$ cat src/design/laser_pkg.sv
package laser_pkg;

    // Timing on the single clock
    localparam int bit_period  = 8;
    localparam int data_bits   = 8;
    localparam int frame_bits  = 10;
    localparam int queue_depth = 4;
    localparam int sync_stages = 2;

    localparam int bit_cnt_w   = $clog2(bit_period);
    localparam int frame_cnt_w = $clog2(frame_bits);
    localparam int queue_ptr_w = $clog2(queue_depth);

    // Three vote samples in the middle of each bit
    localparam logic [bit_cnt_w-1:0] vote_first = bit_cnt_w'(3);
    localparam logic [bit_cnt_w-1:0] vote_last  = bit_cnt_w'(5);
    localparam logic [bit_cnt_w-1:0] bit_last   = bit_cnt_w'(bit_period - 1);

    // Bit index 0 is the start bit
    localparam logic [frame_cnt_w-1:0] frame_last = frame_cnt_w'(frame_bits - 1);
    localparam logic [frame_cnt_w-1:0] rx_last    = frame_cnt_w'(data_bits);

    localparam logic [queue_ptr_w:0] queue_full = (queue_ptr_w + 1)'(queue_depth);

    // FIFO chip write phases
    localparam logic [1:0] wr_idle  = 2'd0;
    localparam logic [1:0] wr_setup = 2'd1;
    localparam logic [1:0] wr_low1  = 2'd2;
    localparam logic [1:0] wr_low2  = 2'd3;

    typedef union packed {
        logic [2*data_bits-1:0] raw;
        struct packed {
            logic [data_bits-1:0] lane2;
            logic [data_bits-1:0] lane1;
        } bytes;
    } lane_pair_u;

endpackage

$ cat src/design/lane_pair_if.sv
`timescale 1ns/1ps

interface lane_pair_if;

    logic [7:0] lane1;
    logic [7:0] lane2;
    // One-cycle offer, only while busy is low
    logic       valid;
    logic       busy;

    modport reader (
        output lane1,
        output lane2,
        output valid,
        input  busy
    );

    modport transmitter (
        input  lane1,
        input  lane2,
        input  valid,
        output busy
    );

endinterface

$ cat src/design/ftdi_reader.sv
`timescale 1ns/1ps

module ftdi_reader (
    input  logic        clock,
    input  logic        reset,
    input  logic        rxf,
    input  logic [7:0]  adbus_in,
    output logic        ftdi_rd,
    lane_pair_if.reader pair
);

    // High during the single read strobe cycle
    logic strobe;
    // Next captured byte belongs to lane 2
    logic second;
    // Full pair waiting for the transmitter
    logic pending;

    assign ftdi_rd = ~strobe;

    // Offer the pair as soon as the transmitter is idle
    assign pair.valid = pending & ~pair.busy;

    always_ff @(posedge clock or posedge reset) begin
        if (reset) begin
            strobe  <= 1'b0;
            second  <= 1'b0;
            pending <= 1'b0;
        end else begin
            if (strobe) begin
                // Byte taken, always one idle cycle after the strobe
                strobe <= 1'b0;
                second <= ~second;
                if (second) begin
                    pending <= 1'b1;
                end
            end else if (~rxf && ~pending) begin
                strobe <= 1'b1;
            end

            if (pair.valid) begin
                pending <= 1'b0;
            end
        end
    end

    // Capture at the end of the strobe cycle
    always_ff @(posedge clock) begin
        if (strobe) begin
            if (second) begin
                pair.lane2 <= adbus_in;
            end else begin
                pair.lane1 <= adbus_in;
            end
        end
    end

endmodule

$ cat src/design/laser_transmitter.sv
`timescale 1ns/1ps

module laser_transmitter (
    input  logic             clock,
    input  logic             reset,
    lane_pair_if.transmitter pair,
    output logic             laser1_tx,
    output logic             laser2_tx
);

    logic [laser_pkg::data_bits-1:0]   data1_q;
    logic [laser_pkg::data_bits-1:0]   data2_q;
    logic [laser_pkg::frame_bits-1:0]  frame1;
    logic [laser_pkg::frame_bits-1:0]  frame2;
    logic                              active;
    logic [laser_pkg::bit_cnt_w-1:0]   cyc;
    logic [laser_pkg::frame_cnt_w-1:0] bit_idx;

    // Stop low, data LSB first, start high at index 0
    assign frame1 = {1'b0, data1_q, 1'b1};
    assign frame2 = {1'b0, data2_q, 1'b1};

    assign pair.busy = active;

    // Both lanes share one bit position
    assign laser1_tx = active & frame1[bit_idx];
    assign laser2_tx = active & frame2[bit_idx];

    always_ff @(posedge clock or posedge reset) begin
        if (reset) begin
            active  <= 1'b0;
            cyc     <= '0;
            bit_idx <= '0;
        end else if (!active) begin
            if (pair.valid) begin
                active  <= 1'b1;
                cyc     <= '0;
                bit_idx <= '0;
            end
        end else begin
            cyc <= cyc + 1'b1;
            if (cyc == laser_pkg::bit_last) begin
                // Last cycle of the stop bit ends the frame
                if (bit_idx == laser_pkg::frame_last) begin
                    active <= 1'b0;
                end else begin
                    bit_idx <= bit_idx + 1'b1;
                end
            end
        end
    end

    always_ff @(posedge clock) begin
        if (pair.valid && !active) begin
            data1_q <= pair.lane1;
            data2_q <= pair.lane2;
        end
    end

endmodule

$ cat src/design/laser_receiver.sv
`timescale 1ns/1ps

module laser_receiver (
    input  logic                  clock,
    input  logic                  reset,
    input  logic                  laser1_rx,
    input  logic                  laser2_rx,
    output logic                  rx_valid,
    output laser_pkg::lane_pair_u rx_pair
);

    logic [laser_pkg::sync_stages-1:0] sync1;
    logic [laser_pkg::sync_stages-1:0] sync2;
    logic                              prev1;
    logic                              prev2;
    logic                              lane1;
    logic                              lane2;
    logic                              rise;
    logic                              active;
    logic [laser_pkg::bit_cnt_w-1:0]   cyc;
    logic [laser_pkg::frame_cnt_w-1:0] bit_idx;
    logic [1:0]                        votes1;
    logic [1:0]                        votes2;
    logic                              in_window;
    logic                              bit_end;
    logic                              bit1;
    logic                              bit2;
    laser_pkg::lane_pair_u             shift_q;

    assign lane1 = sync1[laser_pkg::sync_stages-1];
    assign lane2 = sync2[laser_pkg::sync_stages-1];

    // Either lane can start a frame
    assign rise = (lane1 & ~prev1) | (lane2 & ~prev2);

    assign in_window = (cyc >= laser_pkg::vote_first) && (cyc <= laser_pkg::vote_last);
    assign bit_end   = cyc == laser_pkg::bit_last;

    // Two or three high samples out of three
    assign bit1 = votes1[1];
    assign bit2 = votes2[1];

    assign rx_pair = shift_q;

    always_ff @(posedge clock or posedge reset) begin
        if (reset) begin
            sync1 <= '0;
            sync2 <= '0;
            prev1 <= 1'b0;
            prev2 <= 1'b0;
        end else begin
            sync1 <= {sync1[laser_pkg::sync_stages-2:0], laser1_rx};
            sync2 <= {sync2[laser_pkg::sync_stages-2:0], laser2_rx};
            prev1 <= lane1;
            prev2 <= lane2;
        end
    end

    always_ff @(posedge clock or posedge reset) begin
        if (reset) begin
            active   <= 1'b0;
            cyc      <= '0;
            bit_idx  <= '0;
            votes1   <= '0;
            votes2   <= '0;
            rx_valid <= 1'b0;
        end else begin
            rx_valid <= 1'b0;
            if (!active) begin
                if (rise) begin
                    active  <= 1'b1;
                    cyc     <= '0;
                    bit_idx <= '0;
                    votes1  <= '0;
                    votes2  <= '0;
                end
            end else begin
                cyc <= cyc + 1'b1;
                if (in_window) begin
                    votes1 <= votes1 + {1'b0, lane1};
                    votes2 <= votes2 + {1'b0, lane2};
                end
                if (bit_end) begin
                    votes1 <= '0;
                    votes2 <= '0;
                    if (bit_idx == '0 && !bit1 && !bit2) begin
                        // Start bit did not hold, treat as a glitch
                        active <= 1'b0;
                    end else if (bit_idx == laser_pkg::rx_last) begin
                        active   <= 1'b0;
                        rx_valid <= 1'b1;
                    end else begin
                        bit_idx <= bit_idx + 1'b1;
                    end
                end
            end
        end
    end

    // Data bits arrive LSB first, shift in from the top
    always_ff @(posedge clock) begin
        if (active && bit_end && bit_idx != '0) begin
            shift_q.bytes.lane1 <= {bit1, shift_q.bytes.lane1[laser_pkg::data_bits-1:1]};
            shift_q.bytes.lane2 <= {bit2, shift_q.bytes.lane2[laser_pkg::data_bits-1:1]};
        end
    end

endmodule

$ cat src/design/rx_queue.sv
`timescale 1ns/1ps

module rx_queue (
    input  logic                  clock,
    input  logic                  reset,
    input  logic                  push,
    input  laser_pkg::lane_pair_u push_pair,
    input  logic                  pop,
    output laser_pkg::lane_pair_u pop_pair,
    output logic                  empty
);

    logic [$bits(laser_pkg::lane_pair_u)-1:0] mem [laser_pkg::queue_depth];
    logic [laser_pkg::queue_ptr_w-1:0]        wr_ptr;
    logic [laser_pkg::queue_ptr_w-1:0]        rd_ptr;
    logic [laser_pkg::queue_ptr_w:0]          count;
    logic                                     full;
    logic                                     do_push;
    logic                                     do_pop;

    assign full  = count == laser_pkg::queue_full;
    assign empty = count == '0;

    // Pairs arriving while full are dropped
    assign do_push = push & ~full;
    assign do_pop  = pop & ~empty;

    assign pop_pair.raw = mem[rd_ptr];

    always_ff @(posedge clock or posedge reset) begin
        if (reset) begin
            wr_ptr <= '0;
            rd_ptr <= '0;
            count  <= '0;
        end else begin
            if (do_push) begin
                wr_ptr <= wr_ptr + 1'b1;
            end
            if (do_pop) begin
                rd_ptr <= rd_ptr + 1'b1;
            end
            case ({do_push, do_pop})
                2'b10:   count <= count + 1'b1;
                2'b01:   count <= count - 1'b1;
                default: count <= count;
            endcase
        end
    end

    always_ff @(posedge clock) begin
        if (do_push) begin
            mem[wr_ptr] <= push_pair.raw;
        end
    end

endmodule

$ cat src/design/ftdi_writer.sv
`timescale 1ns/1ps

module ftdi_writer (
    input  logic                  clock,
    input  logic                  reset,
    input  logic                  txe,
    input  logic                  empty,
    input  laser_pkg::lane_pair_u pop_pair,
    output logic                  pop,
    output logic                  ftdi_wr,
    output logic                  adbus_oe,
    output logic [7:0]            adbus_out
);

    logic [1:0] phase;
    // Lane 2 byte of the current pair
    logic       upper;

    // Bus driven from setup through both strobe cycles
    assign adbus_oe = phase != laser_pkg::wr_idle;
    assign ftdi_wr  = ~(phase == laser_pkg::wr_low1 || phase == laser_pkg::wr_low2);

    assign adbus_out = upper ? pop_pair.bytes.lane2 : pop_pair.bytes.lane1;

    // Entry leaves the queue only once both bytes are out
    assign pop = (phase == laser_pkg::wr_low2) && upper;

    always_ff @(posedge clock or posedge reset) begin
        if (reset) begin
            phase <= laser_pkg::wr_idle;
            upper <= 1'b0;
        end else begin
            case (phase)
                laser_pkg::wr_idle: begin
                    // Each byte waits for room in the chip
                    if (~txe && ~empty) begin
                        phase <= laser_pkg::wr_setup;
                    end
                end
                laser_pkg::wr_setup: begin
                    phase <= laser_pkg::wr_low1;
                end
                laser_pkg::wr_low1: begin
                    phase <= laser_pkg::wr_low2;
                end
                default: begin
                    phase <= laser_pkg::wr_idle;
                    upper <= ~upper;
                end
            endcase
        end
    end

endmodule

$ cat src/design/laser_bridge.sv
`timescale 1ns/1ps

module laser_bridge (
    input  logic       clock,
    input  logic       reset,
    input  logic       rxf,
    input  logic       txe,
    input  logic [7:0] adbus_in,
    input  logic       laser1_rx,
    input  logic       laser2_rx,
    output logic       ftdi_rd,
    output logic       ftdi_wr,
    output logic       adbus_oe,
    output logic [7:0] adbus_out,
    output logic       laser1_tx,
    output logic       laser2_tx
);

    logic                  rx_valid;
    laser_pkg::lane_pair_u rx_pair;
    logic                  pop;
    laser_pkg::lane_pair_u pop_pair;
    logic                  empty;

    lane_pair_if pair_bus ();

    // Input side
    ftdi_reader reader_inst (
        .clock    (clock),
        .reset    (reset),
        .rxf      (rxf),
        .adbus_in (adbus_in),
        .ftdi_rd  (ftdi_rd),
        .pair     (pair_bus.reader)
    );

    laser_transmitter transmitter_inst (
        .clock     (clock),
        .reset     (reset),
        .pair      (pair_bus.transmitter),
        .laser1_tx (laser1_tx),
        .laser2_tx (laser2_tx)
    );

    laser_receiver receiver_inst (
        .clock     (clock),
        .reset     (reset),
        .laser1_rx (laser1_rx),
        .laser2_rx (laser2_rx),
        .rx_valid  (rx_valid),
        .rx_pair   (rx_pair)
    );

    // Output side
    rx_queue queue_inst (
        .clock     (clock),
        .reset     (reset),
        .push      (rx_valid),
        .push_pair (rx_pair),
        .pop       (pop),
        .pop_pair  (pop_pair),
        .empty     (empty)
    );

    ftdi_writer writer_inst (
        .clock     (clock),
        .reset     (reset),
        .txe       (txe),
        .empty     (empty),
        .pop_pair  (pop_pair),
        .pop       (pop),
        .ftdi_wr   (ftdi_wr),
        .adbus_oe  (adbus_oe),
        .adbus_out (adbus_out)
    );

endmodule

$ cat config.mk
export PLATFORM = sky130hd
export DESIGN_NAME = laser_bridge
export DESIGN_NICKNAME = d
export VERILOG_FILES = /design/src/design/laser_pkg.sv /design/src/design/lane_pair_if.sv /design/src/design/ftdi_reader.sv /design/src/design/laser_transmitter.sv /design/src/design/laser_receiver.sv /design/src/design/rx_queue.sv /design/src/design/ftdi_writer.sv /design/src/design/laser_bridge.sv
export SDC_FILE = /design/constraint.sdc
export NUM_CORES = 1
export LEC_CHECK = 0
export ABC_CLOCK_PERIOD_IN_PS = 1900
export BUFFER_PORTS_ARGS = -buffer_cell sky130_fd_sc_hd__buf_2
export CAP_MARGIN = 0
export CORE_MARGIN = 4
export CORE_UTILIZATION = 30
export DETAILED_ROUTE_END_ITERATION = 10
export PLACE_DENSITY_LB_ADDON = 0.2
export SKIP_LAST_GASP = 1
export SYNTH_ARGS = -nofsm -noshare
export SYNTH_HDL_FRONTEND = slang
export SYNTH_SLANG_ARGS = --single-unit
$ cat constraint.sdc
create_clock -name clock -period 1.9 [get_ports clock]
set_input_delay 0.285 -clock clock [delete_from_list [all_inputs] [get_ports clock]]
set_output_delay 0.285 -clock clock [all_outputs]
set_load 0.05 [all_outputs]
[After elaboration in Yosys (flattened, before gate mapping)]
Memories as Yosys holds them, arrays and structs flattened.
Cells that the tools add are included.
Word-level totals
  register bits after elaboration: 88
  memories: 1
  memory bits (writable): 64
  logic and storage cells: 155
  input port bits: 14
Memories
  queue_inst.mem: words 4, width 16, rd ports 1, clocked after memory_dff 0, wr ports 1, RTL line rx_queue.sv:13  | logic [$bits(laser_pkg::lane_pair_u)-1:0] mem [laser_pkg::queue_depth];
Cells by class
  reductions and logical operators: 30
  add/sub/neg operators: 10
  equal/unequal tests: 17
  bitwise logic cells: 20
  $lt $le $gt $ge: 3
  multiplexer cells: 48
Operators with widths (count)
  two-way mux 4 bit: 9
  two-way mux 1 bit: 22
  two-way mux 2 bit: 8
  two-way mux 3 bit: 4
  inverter 1 bit: 12
  nonzero test 2 bit: 6
  != test 2 bit (second input constant): 5
  adder 3 x 1 -> 3 bit (second input constant): 3
  == test 3 bit (second input constant): 3
  logical AND 1 bit: 9
  adder 4 x 1 -> 4 bit (second input constant): 2
  binary-select mux 1 bit (select 4 bit): 2
  == test 4 bit (second input constant): 2
  two-way mux 8 bit: 1
  AND reduction 2 bit: 4
  AND 1 bit: 7
  == test 2 bit (second input constant): 3
  case mux 2 bit (3 select lines): 1
  case mux 3 bit (2 select lines): 1
  < comparator 4 x 5 -> 1 bit (second input constant): 1
  adder 2 x 1 -> 2 bit: 2
  adder 2 x 1 -> 2 bit (second input constant): 2
  == test 2 x 1 -> 1 bit (second input constant): 2
  zero test 4 bit: 1
  other kinds (14): 16

[Longest topological paths before layout]
Gate-level depths: netlist of the first run.
  depth in word-level cells: 6
  gate-level depth with buffers: 9

[Hierarchy]
From an unflattened synthesis of the first run, not the netlist that was laid out.
Second synthesis, totals
  cell total of the unflattened synthesis: 349
  area total of the unflattened synthesis: 6119.6 sq um
By module, submodules not included
  rx_queue: seq. area each 2097.0 sq um, cells each 122, times used 1, area each 2782.7 sq um
  laser_receiver: seq. area each 955.9 sq um, cells each 98, times used 1, area each 1372.6 sq um
  laser_transmitter: seq. area each 680.7 sq um, cells each 75, times used 1, area each 1039.7 sq um
  ftdi_reader: seq. area each 555.5 sq um, cells each 27, times used 1, area each 606.8 sq um
  ftdi_writer: seq. area each 75.1 sq um, cells each 27, times used 1, area each 317.8 sq um

[Least setup slack after synthesis of the first run]
OpenSTA, ideal clock, no wires.
  kind: register to output
  from: register transmitter_inst.bit_idx[0] (netlist name)
  to: output laser1_tx
  stages on the path, launching flop included: 5
  setup slack: -0.223 ns
  arrival time: 1.838 ns
  buffers on the path: 1
  cells stage by stage: dfrtp_1 -> buf_2 -> nor4_1 -> nand2_1 -> a31oi_1
On the way
  word-level cells in the longest chain between the ends: 3
Ends and longest elaborated chain
  start: declaration: RTL line laser_transmitter.sv:17  | logic [laser_pkg::frame_cnt_w-1:0] bit_idx;
  start signal: assignment: RTL line laser_transmitter.sv:47  | bit_idx <= bit_idx + 1'b1;
  binary-select mux 1 bit (select 4 bit): RTL line laser_transmitter.sv:26  | assign laser1_tx = active & frame1[bit_idx];
  two-way mux 1 bit (implied by the code): RTL line laser_transmitter.sv:26
  AND 1 bit: RTL line laser_transmitter.sv:26
  end: declaration: RTL line laser_bridge.sv:15  | output logic laser1_tx,
Every way passes these cells. The select of a mux whose other input is x is not followed.

[Worst setup path in the final report of the first run]
  from: register queue_inst.rd_ptr[0] (netlist name)
  to: output adbus_out[6]
On the way
  word-level cells in the longest chain between the ends: 2
Ends and longest elaborated chain
  start: declaration: RTL line rx_queue.sv:15  | logic [laser_pkg::queue_ptr_w-1:0] rd_ptr;
  start signal: assignment: RTL line rx_queue.sv:40  | rd_ptr <= rd_ptr + 1'b1;
  memory read (4 x 16 bit)
  two-way mux 8 bit: RTL line ftdi_writer.sv:23  | assign adbus_out = upper ? pop_pair.bytes.lane2 : pop_pair.bytes.lane1;
  end: declaration: RTL line laser_bridge.sv:14  | output logic [7:0] adbus_out,
Every way passes these cells.

==> results of run 1 <==
==> power by group through the flow <==
stage               sequential, mW  combinational [mW]  clock [mW]
finish                        4.29                2.10        3.14
global route                  4.34                2.32        3.38
CTS                           4.28                2.11        3.23
detailed placement            4.33                1.85           0
global placement              4.31                1.81           0
floorplan                     4.20                1.50           0
==> layout by cell type, fill, tap and decap left out, types with 5 or more instances in the layout <==
cell,count
edfxtp_1,112
nor2_1,7
mux2_4,8
mux4_2,17
inv_1,18
xor2_1,5
buf_2,16
nand2_1,17
buf_12,7
dfrtp_1,37
ha_1,16
buf_6,8
o21ai_0,10
mux2i_1,5
and2_1,7
clkbuf_16,17
buf_4,19
buf_8,5
==> synth_stat cells (5+ instances only) <==
cell type	n
a31oi_1	6
xor2_1	5
mux2_4	8
nand2_1	20
edfxtp_1	112
nor2_1	8
mux4_1	8
o21ai_0	10
mux2i_1	5
ha_1	18
inv_1	21
and2_1	7
mux4_2	10
dfrtp_1	40
==> worst min-delay path: stages <==
cell   delay (ns)
buf_2        0.09
inv_1        0.04
buf_4        0.44
==> what timing repair did <==
item,CTS,global route
endpoints found under the hold margin,3,0
endpoints found under the setup margin,11,12
gates cloned,1,0
setup buffers,7,2
resized for setup,45,11
hold buffers,3,0
pin swaps,6,6
==> flip-flops by register name (all words and copies together) (netlist names), 2 cells and up <==
name / cells
reader_inst.pair.lane1: 8
queue_inst.mem: 64
queue_inst.wr_ptr: 2
transmitter_inst.bit_idx: 4
receiver_inst.votes1: 2
receiver_inst.rx_pair: 16
writer_inst.phase: 2
reader_inst.pair.lane2: 8
receiver_inst.cyc: 3
queue_inst.count: 3
receiver_inst.sync1: 2
transmitter_inst.data1_q: 8
transmitter_inst.data2_q: 8
receiver_inst.votes2: 2
receiver_inst.bit_idx: 4
queue_inst.rd_ptr: 2
transmitter_inst.cyc: 3
receiver_inst.sync2: 2
==> stage by stage <==
step           cells  power [mW]  cell area [um2]  setup TNS (ns)  worst slack (ns)
4_1_cts          679       9.627             7413          -3.394           -0.4107
6_report         681       9.528             7455          -3.148           -0.3887
3_3_place_gp     637       6.119             6621        -0.01140          -0.01140
2_1_floorplan    335       5.706             6000               0           0.03562
3_5_place_dp     637       6.185             6621        -0.06594          -0.02500
5_1_grt          681       10.05             7455          -3.762           -0.4269
==> path summary, 6_finish.rpt <==
check	to	depth (start not counted)	slack, ns	start
min	reader_inst.strobe	3	-0.003	reset
max reg2reg	queue_inst.count[2]	9	0.13	writer_inst.phase[1]
max in group asynchronous	queue_inst.rd_ptr[0]	3	1.51	reset
max	adbus_out[6]	5	-0.39	queue_inst.rd_ptr[0]
min in group clock	reader_inst.pair.lane1[5]	1	0.05	adbus_in[5]
min reg2reg	receiver_inst.sync2[1]	0	0.35	receiver_inst.sync2[0]
==> routing by layer <==
metal  vias to the layer above  part of all wire (%)  track usage [%]
li1                       1406                     -                -
met1                      1486                    45            11.91
met2                        39                    50            15.89
met3                        10                   3.2            3.039
met4                         0                   1.5            3.707
met5                         -                     0                0
==> kinds of logic (layout without fill, tap and decap cells) <==
logic type / count (synthesis) / count (layout) / share of synthesized area (%)
simple gates: 57 / 57 / 4.814
buf+inv: 30 / 111 / 2.365
flops: 152 / 152 / 73.00
fa+ha+maj: 19 / 19 / 4.102
xor+xnor: 8 / 8 / 1.172
compound gates: 35 / 35 / 3.851
mux: 34 / 34 / 10.69
==> area by class of cell <==
cell class                      instances  area [um2]
Timing Repair Buffer                   59       585.6
Clock inverter                         13       121.4
Multi-Input combinational cell        153        1540
Fill cell                            1848       12070
Sequential cell                       152        4368
Tap cell                              265       331.6
Clock buffer                           18       429.2
Inverter                               21       78.83
==> metrics.md, run 1 <==
| Metric | Value |
|---|---|
| DRC Markers | 0 |
| Nets@finish | 437 |
| Worst Hold Class | input port to async pin |
| Area grow syn2layout | 24.70% |
| Post-synth top area share | 56.26% |
| Synth Instances | 335 |
| Setup violators final | 10 |
| Worst hold slack | -0.002582 ns |
| Post-route minimum period | 2.289 ns |
| Crit share post-route | 120.5% |
| Max_slew headroom | 64.60% |
| Startpoint types | register |
| RSZ-0062 raised after global routing | yes |
| Maximum fanout along the worst path | 5 |
| Post-synth ARST share | 26.32% |
| Post-synth EDFFs | 112 |
| Most frequent CP cell | buf_12 |
| Initial antenna violation count | 0 |
| Die width | 149.2 um |
| Die height | 149.2 um |
| Syn. warnings | 0 |
| Crit path largest cell delay | 0.54 ns |
| Share of cells above drive strength 1 | 31.73% |
| Setup CP Type | register to primary output |
| First-pass GRT wire length | 16.24 mm |
| CP Data Arrival Time | 2.00 ns |
| Final ANT Viol Nets | 0 |
| WL final | 9.863 mm |
| Top Ports | 27 |
| Die footprint | 22250 um2 |
| Per-cell routed wire length | 14.48 um |
| Final hold vios | 4 |
| Setup crit end kind | primary output |
| Clk slew on worst S/H paths | 0.06 ns |
| Combinational share of power | 22.1% |
| CP top delay family | multiplexers |
| Yosys reg bits | 152 |
| Pint | 6.742 mW |
| Worst skew pair latency | 0.41 ns |
| Max-cap violations | 0 |
| Clock Sinks | 152 |
| Max Slew Vio Count | 0 |
| Row Count | 51 |
| Largest area contributor in the netlist | edfxtp_1 |
| Leak | 2.725 nW |
| Largest net degree at the start of global routing | 41 |
| Initial DRT Pass Iterations | 4 |
| Fmax | 436.9 MHz |
| Hpwl dp | 6.236 mm |
| Net Sw Frac | 29.25% |
| Core area | 19530 um2 |
| Reg power frac | 45.0% |
| Total GRT Usage | 9.649% |
| Worst-path cell chain | buf_12 > buf_12 > mux4_2 > mux2_4 > buf_6 |
| Vias/cell | 4.319 |
| Grt ovf | 0 |
| IO buf count | 26 |
| Final core area utilization | 38.18% |
| Netlist cell types | 41 |
| Mapped Area | 5978 um2 |
| Worst path required time | 1.62 ns |
| Main synth FF type | edfxtp_1 |
| Share of total power in the clock network | 32.9% |
| Status | complete, but fails checks |
| Switch Pwr | 2.787 mW |
| Worst Path Buf+Inv | 3 |
| Syn Nets | 368 |
| H-tree levels | 4 |
| Ranking of synthesized cells by area | edfxtp_1, dfrtp_1, ha_1 |
| Antenna cells | 0 |
| Initial cell density of the core | 30.62% |
| Failing checks | hold timing, setup timing |
| TritonCTS clock tree | built |
| Vias | 2941 |
| Syn Area/Cell | 17.85 um2 |
| CTS buffer count | 17 |
| Register area share after synthesis | 73.00% |
| Vias in the first global route | 3047 |
| Root Driver | clkbuf_16 |
| Max Clock Skew | 0.007546 ns |
| Max stage delay cell, worst path | mux4_2 |
| Slew at the pin closest to its max-slew limit | 0.5311 ns |
| Initial DRC count | 187 |
| Gpl congestion | 0.6910 |
| VDD IR max | 1341 uV |
| Longest Clk Path Bufs | 2 |
| Post-route setup slack | -0.3887 ns |
| PD cells | 1278 nW/um2 |
(Power assumes the default switching activity.)
==> run 2, diff against run 1 <==
Settings changed: CORE_MARGIN 4 to unset.
==> metrics.md, run 2 (synthesis results as in run 1) <==
| Metric | Value |
|---|---|
| Most frequent cells in the layout | edfxtp_1, dfrtp_1, inv_1 |
| Cells after DPL | 635 |
| Hpwl dp | 5.905 mm |
| Max-cap violations | 0 |
| Core area | 19530 um2 |
| Area occupied by multi-input gates | 1533 um2 |
| PD cells | 1294 nW/um2 |
| Setup crit end kind | primary output |
| Post-route setup slack | -0.4176 ns |
| Slew at the pin closest to its max-slew limit | 0.5228 ns |
| Setup TNS | -3.420 ns |
| Antenna cells | 0 |
| Worst path required time | 1.62 ns |
| Row Count | 51 |
| Nets@finish | 433 |
| WL met2 | 4.698 mm |
| Share of total power in the clock network | 33.8% |
| Max reg flops | 64 |
| Gpl congestion | 0.7290 |
| CP top delay family | multiplexers |
| Max Slew Vio Count | 0 |
| Startpoint types | register |
| CP Data Arrival Time | 2.03 ns |
| Total GRT Usage | 10.82% |
| Clock Sinks | 152 |
| Maximum fanout along the worst path | 8 |
| Register area | 4369 um2 |
| Non-filler cells, final | 678 |
| Area grow syn2layout | 24.59% |
| Switch Pwr | 2.773 mW |
| Met3 wire len | 279 um |
| Fmax | 431.5 MHz |
| Worst hold slack | 0.01447 ns |
| Worst-path cell chain | buf_16 > mux4_2 > mux2_4 > buf_8 |
| Vias | 2877 |
| Top Ports | 27 |
| Vias in the first global route | 3069 |
| Layout fillers | 1840 |
| TritonCTS clock tree | built |
| Worst Path Buf+Inv | 2 |
| Grt ovf | 0 |
| Vias/cell | 4.243 |
| Die height | 143.2 um |
| Initial DRC count | 162 |
| Clk slew on worst S/H paths | 0.06 ns |
| Max_slew headroom | 65.15% |
| RSZ-0062 raised after global routing | yes |
| Crit path largest cell delay | 0.53 ns |
| Initial DRT Pass Iterations | 4 |
| Net Sw Frac | 28.76% |
| Longest Clk Path Bufs | 2 |
| Most common cell after layout, fill and taps aside | edfxtp_1 |
| IO buf count | 26 |
| Reg power frac | 44.4% |
| Largest net degree at the start of global routing | 41 |
| Initial cell density of the core | 30.62% |
| Crit share post-route | 122.0% |
| Post-route minimum period | 2.318 ns |
| Initial antenna violation count | 0 |
| Final hold vios | 0 |
| Failing checks | setup timing |
| First-pass GRT wire length | 16.06 mm |
| Met1 wire length | 4.575 mm |
| Largest Register | queue_inst.mem |
| Worst skew pair latency | 0.42 ns |
| Final ANT Viol Nets | 0 |
| VDD IR max | 1174 uV |
| Share of cells above drive strength 1 | 31.72% |
| WL final | 9.672 mm |
| H-tree levels | 4 |
| Uppermost routed layer | met4 |
| Setup violators final | 10 |
| Die width | 143.2 um |
| Final core area utilization | 38.15% |
| Status | complete, but fails checks |
| Leak | 2.726 nW |
| Setup CP Type | register to primary output |
| Max stage delay cell, worst path | mux4_2 |
| Combinational share of power | 21.8% |
| Pre-CTS setup slack | -0.05387 ns |
| Pint | 6.866 mW |
| Root Driver | clkbuf_16 |
| Worst Hold Class | input port to register |
| CTS buffer count | 17 |
| Per-cell routed wire length | 14.27 um |
| Max Clock Skew | 0.01510 ns |
| Die footprint | 20500 um2 |
| DRC Markers | 0 |
[run 2: cell types whose count changed in the layout (fill, tap and decap cells not counted), moves of 2 or more]
cell	previous run	this run
clkinv_2	1	4
buf_8	5	3
buf_4	19	16
clkinvlp_4	4	1
[run 2: final timing paths]
path | startpoint | endpoint | slack (ns) | cells past startpoint
worst max-delay path | queue_inst.rd_ptr[0] | adbus_out[4] | -0.42 | 4
worst min-delay path | rxf | reader_inst.strobe | 0.01 | 2
worst max register to register | writer_inst.phase[1] | queue_inst.count[2] | 0.11 | 9
worst min register to register | receiver_inst.sync1[0] | receiver_inst.sync1[1] | 0.35 | 0
max in group asynchronous | reset | queue_inst.rd_ptr[0] | 0.97 | 4
min in group asynchronous | reset | receiver_inst.sync1[0] | 0.53 | 4
[run 2: timing repair]
action | 4_1_cts | 5_1_grt
buffers inserted | 5 | 1
pin swaps | 4 | 12
hold endpoints to repair | 4 | 0
setup endpoints to repair | 11 | 12
resized for setup | 44 | 10
gates cloned | 2 | 0
hold buffers | 3 | 0
[run 2: stage by stage]
step | cell area (um2) | power, mW
after floorplan | 6000 | 5.706
after global placement | 6619 | 6.117
after detailed placement | 6619 | 6.194
after CTS | 7415 | 9.722
after global routing | 7448 | 10.15
final | 7448 | 9.639
[run 2: power by group through the flow]
stage               sequential (mW)  clock, mW  combinational (mW)
finish                         4.28       3.26                2.10
global route                   4.33       3.48                2.34
CTS                            4.27       3.34                2.12
detailed placement             4.32          0                1.88
global placement               4.31          0                1.81
floorplan                      4.20          0                1.50
[run 2: routing by layer]
metal	vias up	track usage (%)
met5	-	0
met4	0	4.584
met3	9	3.521
met2	43	16.92
met1	1427	13.75
li1	1398	-
[run 2: layout make-up]
type                       instances  area share [%]
sequential                       152           58.66
clock inverter                    14           1.965
timing repair buffer              55           7.526
tap                              265           4.452
inverter                          21           1.058
clock buffer                      18           5.762
multi-input combinational        153           20.58
==> run 3, diff against run 2 <==
Settings changed: SYNTH_HIERARCHICAL set to 1.
==> metrics.md, run 3 <==
| Metric | Value |
|---|---|
| Gpl congestion | 0.7353 |
| Yosys reg bits | 152 |
| Status | complete, but fails checks |
| DRC Markers | 0 |
| IO buf count | 26 |
| Main synth FF type | edfxtp_1 |
| Grt ovf | 0 |
| Layout fillers | 1817 |
| Crit share post-route | 117.1% |
| Max_slew headroom | 50.41% |
| Clock Sinks | 152 |
| Post-synth top area share | 54.96% |
| Slew at the pin closest to its max-slew limit | 0.7431 ns |
| Initial DRT Pass Iterations | 6 |
| Post-synth top cells | edfxtp_1, dfrtp_1, inv_1 |
| RSZ-0062 raised after global routing | yes |
| Ranking of synthesized cells by area | edfxtp_1, dfrtp_1, ha_1 |
| Register area share after synthesis | 71.31% |
| Worst Setup SP | queue_inst/rd_ptr[0] |
| Met3 wire len | 322 um |
| Pre-CTS setup slack | -0.02201 ns |
| TritonCTS clock tree | built |
| Largest area contributor in the netlist | edfxtp_1 |
| Hpwl dp | 6.623 mm |
| Nets@finish | 449 |
| Uppermost routed layer | met4 |
| Core area | 19720 um2 |
| Netlist cell types | 46 |
| Post-synth ARST share | 26.32% |
| Row Count | 51 |
| First-pass GRT wire length | 17.23 mm |
| Met1 wire length | 4.934 mm |
| Maximum fanout along the worst path | 7 |
| Worst Hold Class | input port to register |
| Post-route minimum period | 2.226 ns |
| Post-route setup slack | -0.3258 ns |
| WL final | 10.44 mm |
| Cells after DPL | 652 |
| Largest net degree at the start of global routing | 20 |
| Startpoint types | register |
| Die height | 144.8 um |
| H-tree levels | 4 |
| CP Data Arrival Time | 1.94 ns |
| Count leader, synth | edfxtp_1 |
| Antenna cells | 0 |
| Initial antenna violation count | 0 |
| Max Slew Vio Count | 0 |
| Leak | 2.782 nW |
| Area grow syn2layout | 23.06% |
| Max reg flops | 64 |
| Worst skew pair latency | 0.42 ns |
| Vias | 2986 |
| Worst path required time | 1.62 ns |
| CTS buffer count | 17 |
| Most frequent cells in the layout | edfxtp_1, dfrtp_1, inv_1 |
| VDD IR max | 536.4 uV |
| Reg2reg setup slack | 0.01 ns |
| Final ANT Viol Nets | 0 |
| Setup crit end kind | primary output |
| Post-synth EDFFs | 112 |
| Max Clock Skew | 0.01230 ns |
| Worst-path cell chain | buf_12 > mux4_2 > mux2_4 > buf_6 |
| Max stage delay cell, worst path | mux4_2 |
| Mapped Area | 6120 um2 |
| PD cells | 1343 nW/um2 |
| Most common cell after layout, fill and taps aside | edfxtp_1 |
| Final hold vios | 0 |
| Crit path largest cell delay | 0.50 ns |
| Vias in the first global route | 3243 |
| Initial cell density of the core | 31.04% |
| Longest Clk Path Bufs | 2 |
| Setup violators final | 10 |
| Syn Area/Cell | 17.53 um2 |
| WL met2 | 5.035 mm |
| Die width | 144.8 um |
| Syn Nets | 384 |
| Fmax | 449.3 MHz |
| Max-cap violations | 0 |
| Syn. warnings | 6 |
| Worst R2R Start | writer_inst/phase[0] |
| HP Start | rxf |
| Root Driver | clkbuf_16 |
| Largest Register | queue_inst/mem |
| Top Ports | 27 |
| Initial DRC count | 172 |
| Share of cells above drive strength 1 | 30.21% |
| Setup CP Type | register to primary output |
| Synth Instances | 349 |
| Vias/cell | 4.315 |
| Clk slew on worst S/H paths | 0.06 ns |
| Die footprint | 20970 um2 |
| Total GRT Usage | 11.32% |
| Non-filler cells, final | 692 |
| Per-cell routed wire length | 15.09 um |
| Failing checks | setup timing |
## run 3: worst paths after layout
kind / to / depth (start not counted)
min reg2reg: receiver_inst/sync1[1] / 0
max: adbus_out[6] / 4
max reg2reg: queue_inst/count[2] / 9
min in group asynchronous: writer_inst/phase[0] / 3
max in group asynchronous: receiver_inst/rx_valid / 3
min: reader_inst/strobe / 2
## run 3: area by class of cell
| type | instances | area, um2 | share of cell area, % |
|---|---|---|---|
| Clock buffer | 19 | 432.9 | 5.748 |
| Tap cell | 265 | 331.6 | 4.403 |
| Multi-Input combinational cell | 161 | 1603 | 21.28 |
| Clock inverter | 13 | 160.2 | 2.127 |
| Timing Repair Buffer | 53 | 526.8 | 6.995 |
| Inverter | 29 | 108.9 | 1.445 |
| Sequential cell | 152 | 4368 | 58.00 |
## run 3: what timing repair did
item                                    CTS  global route
buffers inserted                          4             1
pin swaps                                 4             2
hold buffers                              3             0
endpoints found under the hold margin    23             0
resized for setup                        30            10
endpoints found under the setup margin   11            11
gates cloned                              1             0
## run 3: per-stage QoR
| step | power [mW] | cell area, um2 | TNS, ns | util (%) | hold slack (ns) |
|---|---|---|---|---|---|
| finish | 10.11 | 7531 | -2.894 | 38.19 | 0.03027 |
| global route | 10.68 | 7531 | -3.764 | 38.19 | 0.02024 |
| CTS | 10.21 | 7548 | -3.755 | 38.28 | 0.02409 |
| detailed placement | 6.676 | 6794 | -0.04854 | 34.46 | 0.2234 |
| global placement | 6.610 | 6794 | -0.02449 | 34.46 | 0.2286 |
| floorplan | 6.053 | 6152 | -0.01255 | - | 0.03864 |
## run 3: logic make-up after synthesis
| family | Yosys count | synth area share (%) |
|---|---|---|
| XOR/XNOR | 10 | 1.431 |
| flip-flops | 152 | 71.31 |
| multiplexers | 36 | 10.84 |
| buffers and inverters | 36 | 2.801 |
| AND/OR/NAND/NOR | 57 | 4.723 |
| adder cells (fa/ha/maj) | 21 | 4.416 |
| AO/OA/AOI/OAI | 37 | 4.478 |
## run 3: worst max-delay path: cells and delay by family (launching register included)
family	cells	cell delay (ns)
multiplexers	2	0.78
flip-flops	1	0.43
buffers and inverters	2	0.31
## run 3: report_power, final
| part | leakage [nW] | internal, mW | total [mW] | switching (mW) |
|---|---|---|---|---|
| Clock | 0.286 | 1.98 | 3.38 | 1.40 |
| Sequential | 1.50 | 4.03 | 4.37 | 0.347 |
| Combinational | 0.992 | 1.01 | 2.36 | 1.34 |
| Total | 2.78 | 7.02 | 10.1 | 3.09 |
## run 3: per-layer routing
metal  track usage [%]  up-vias
met4             4.155        0
met2             18.57       34
met5                 0        -
met3             3.521       11
li1                  -     1430
met1             14.00     1511
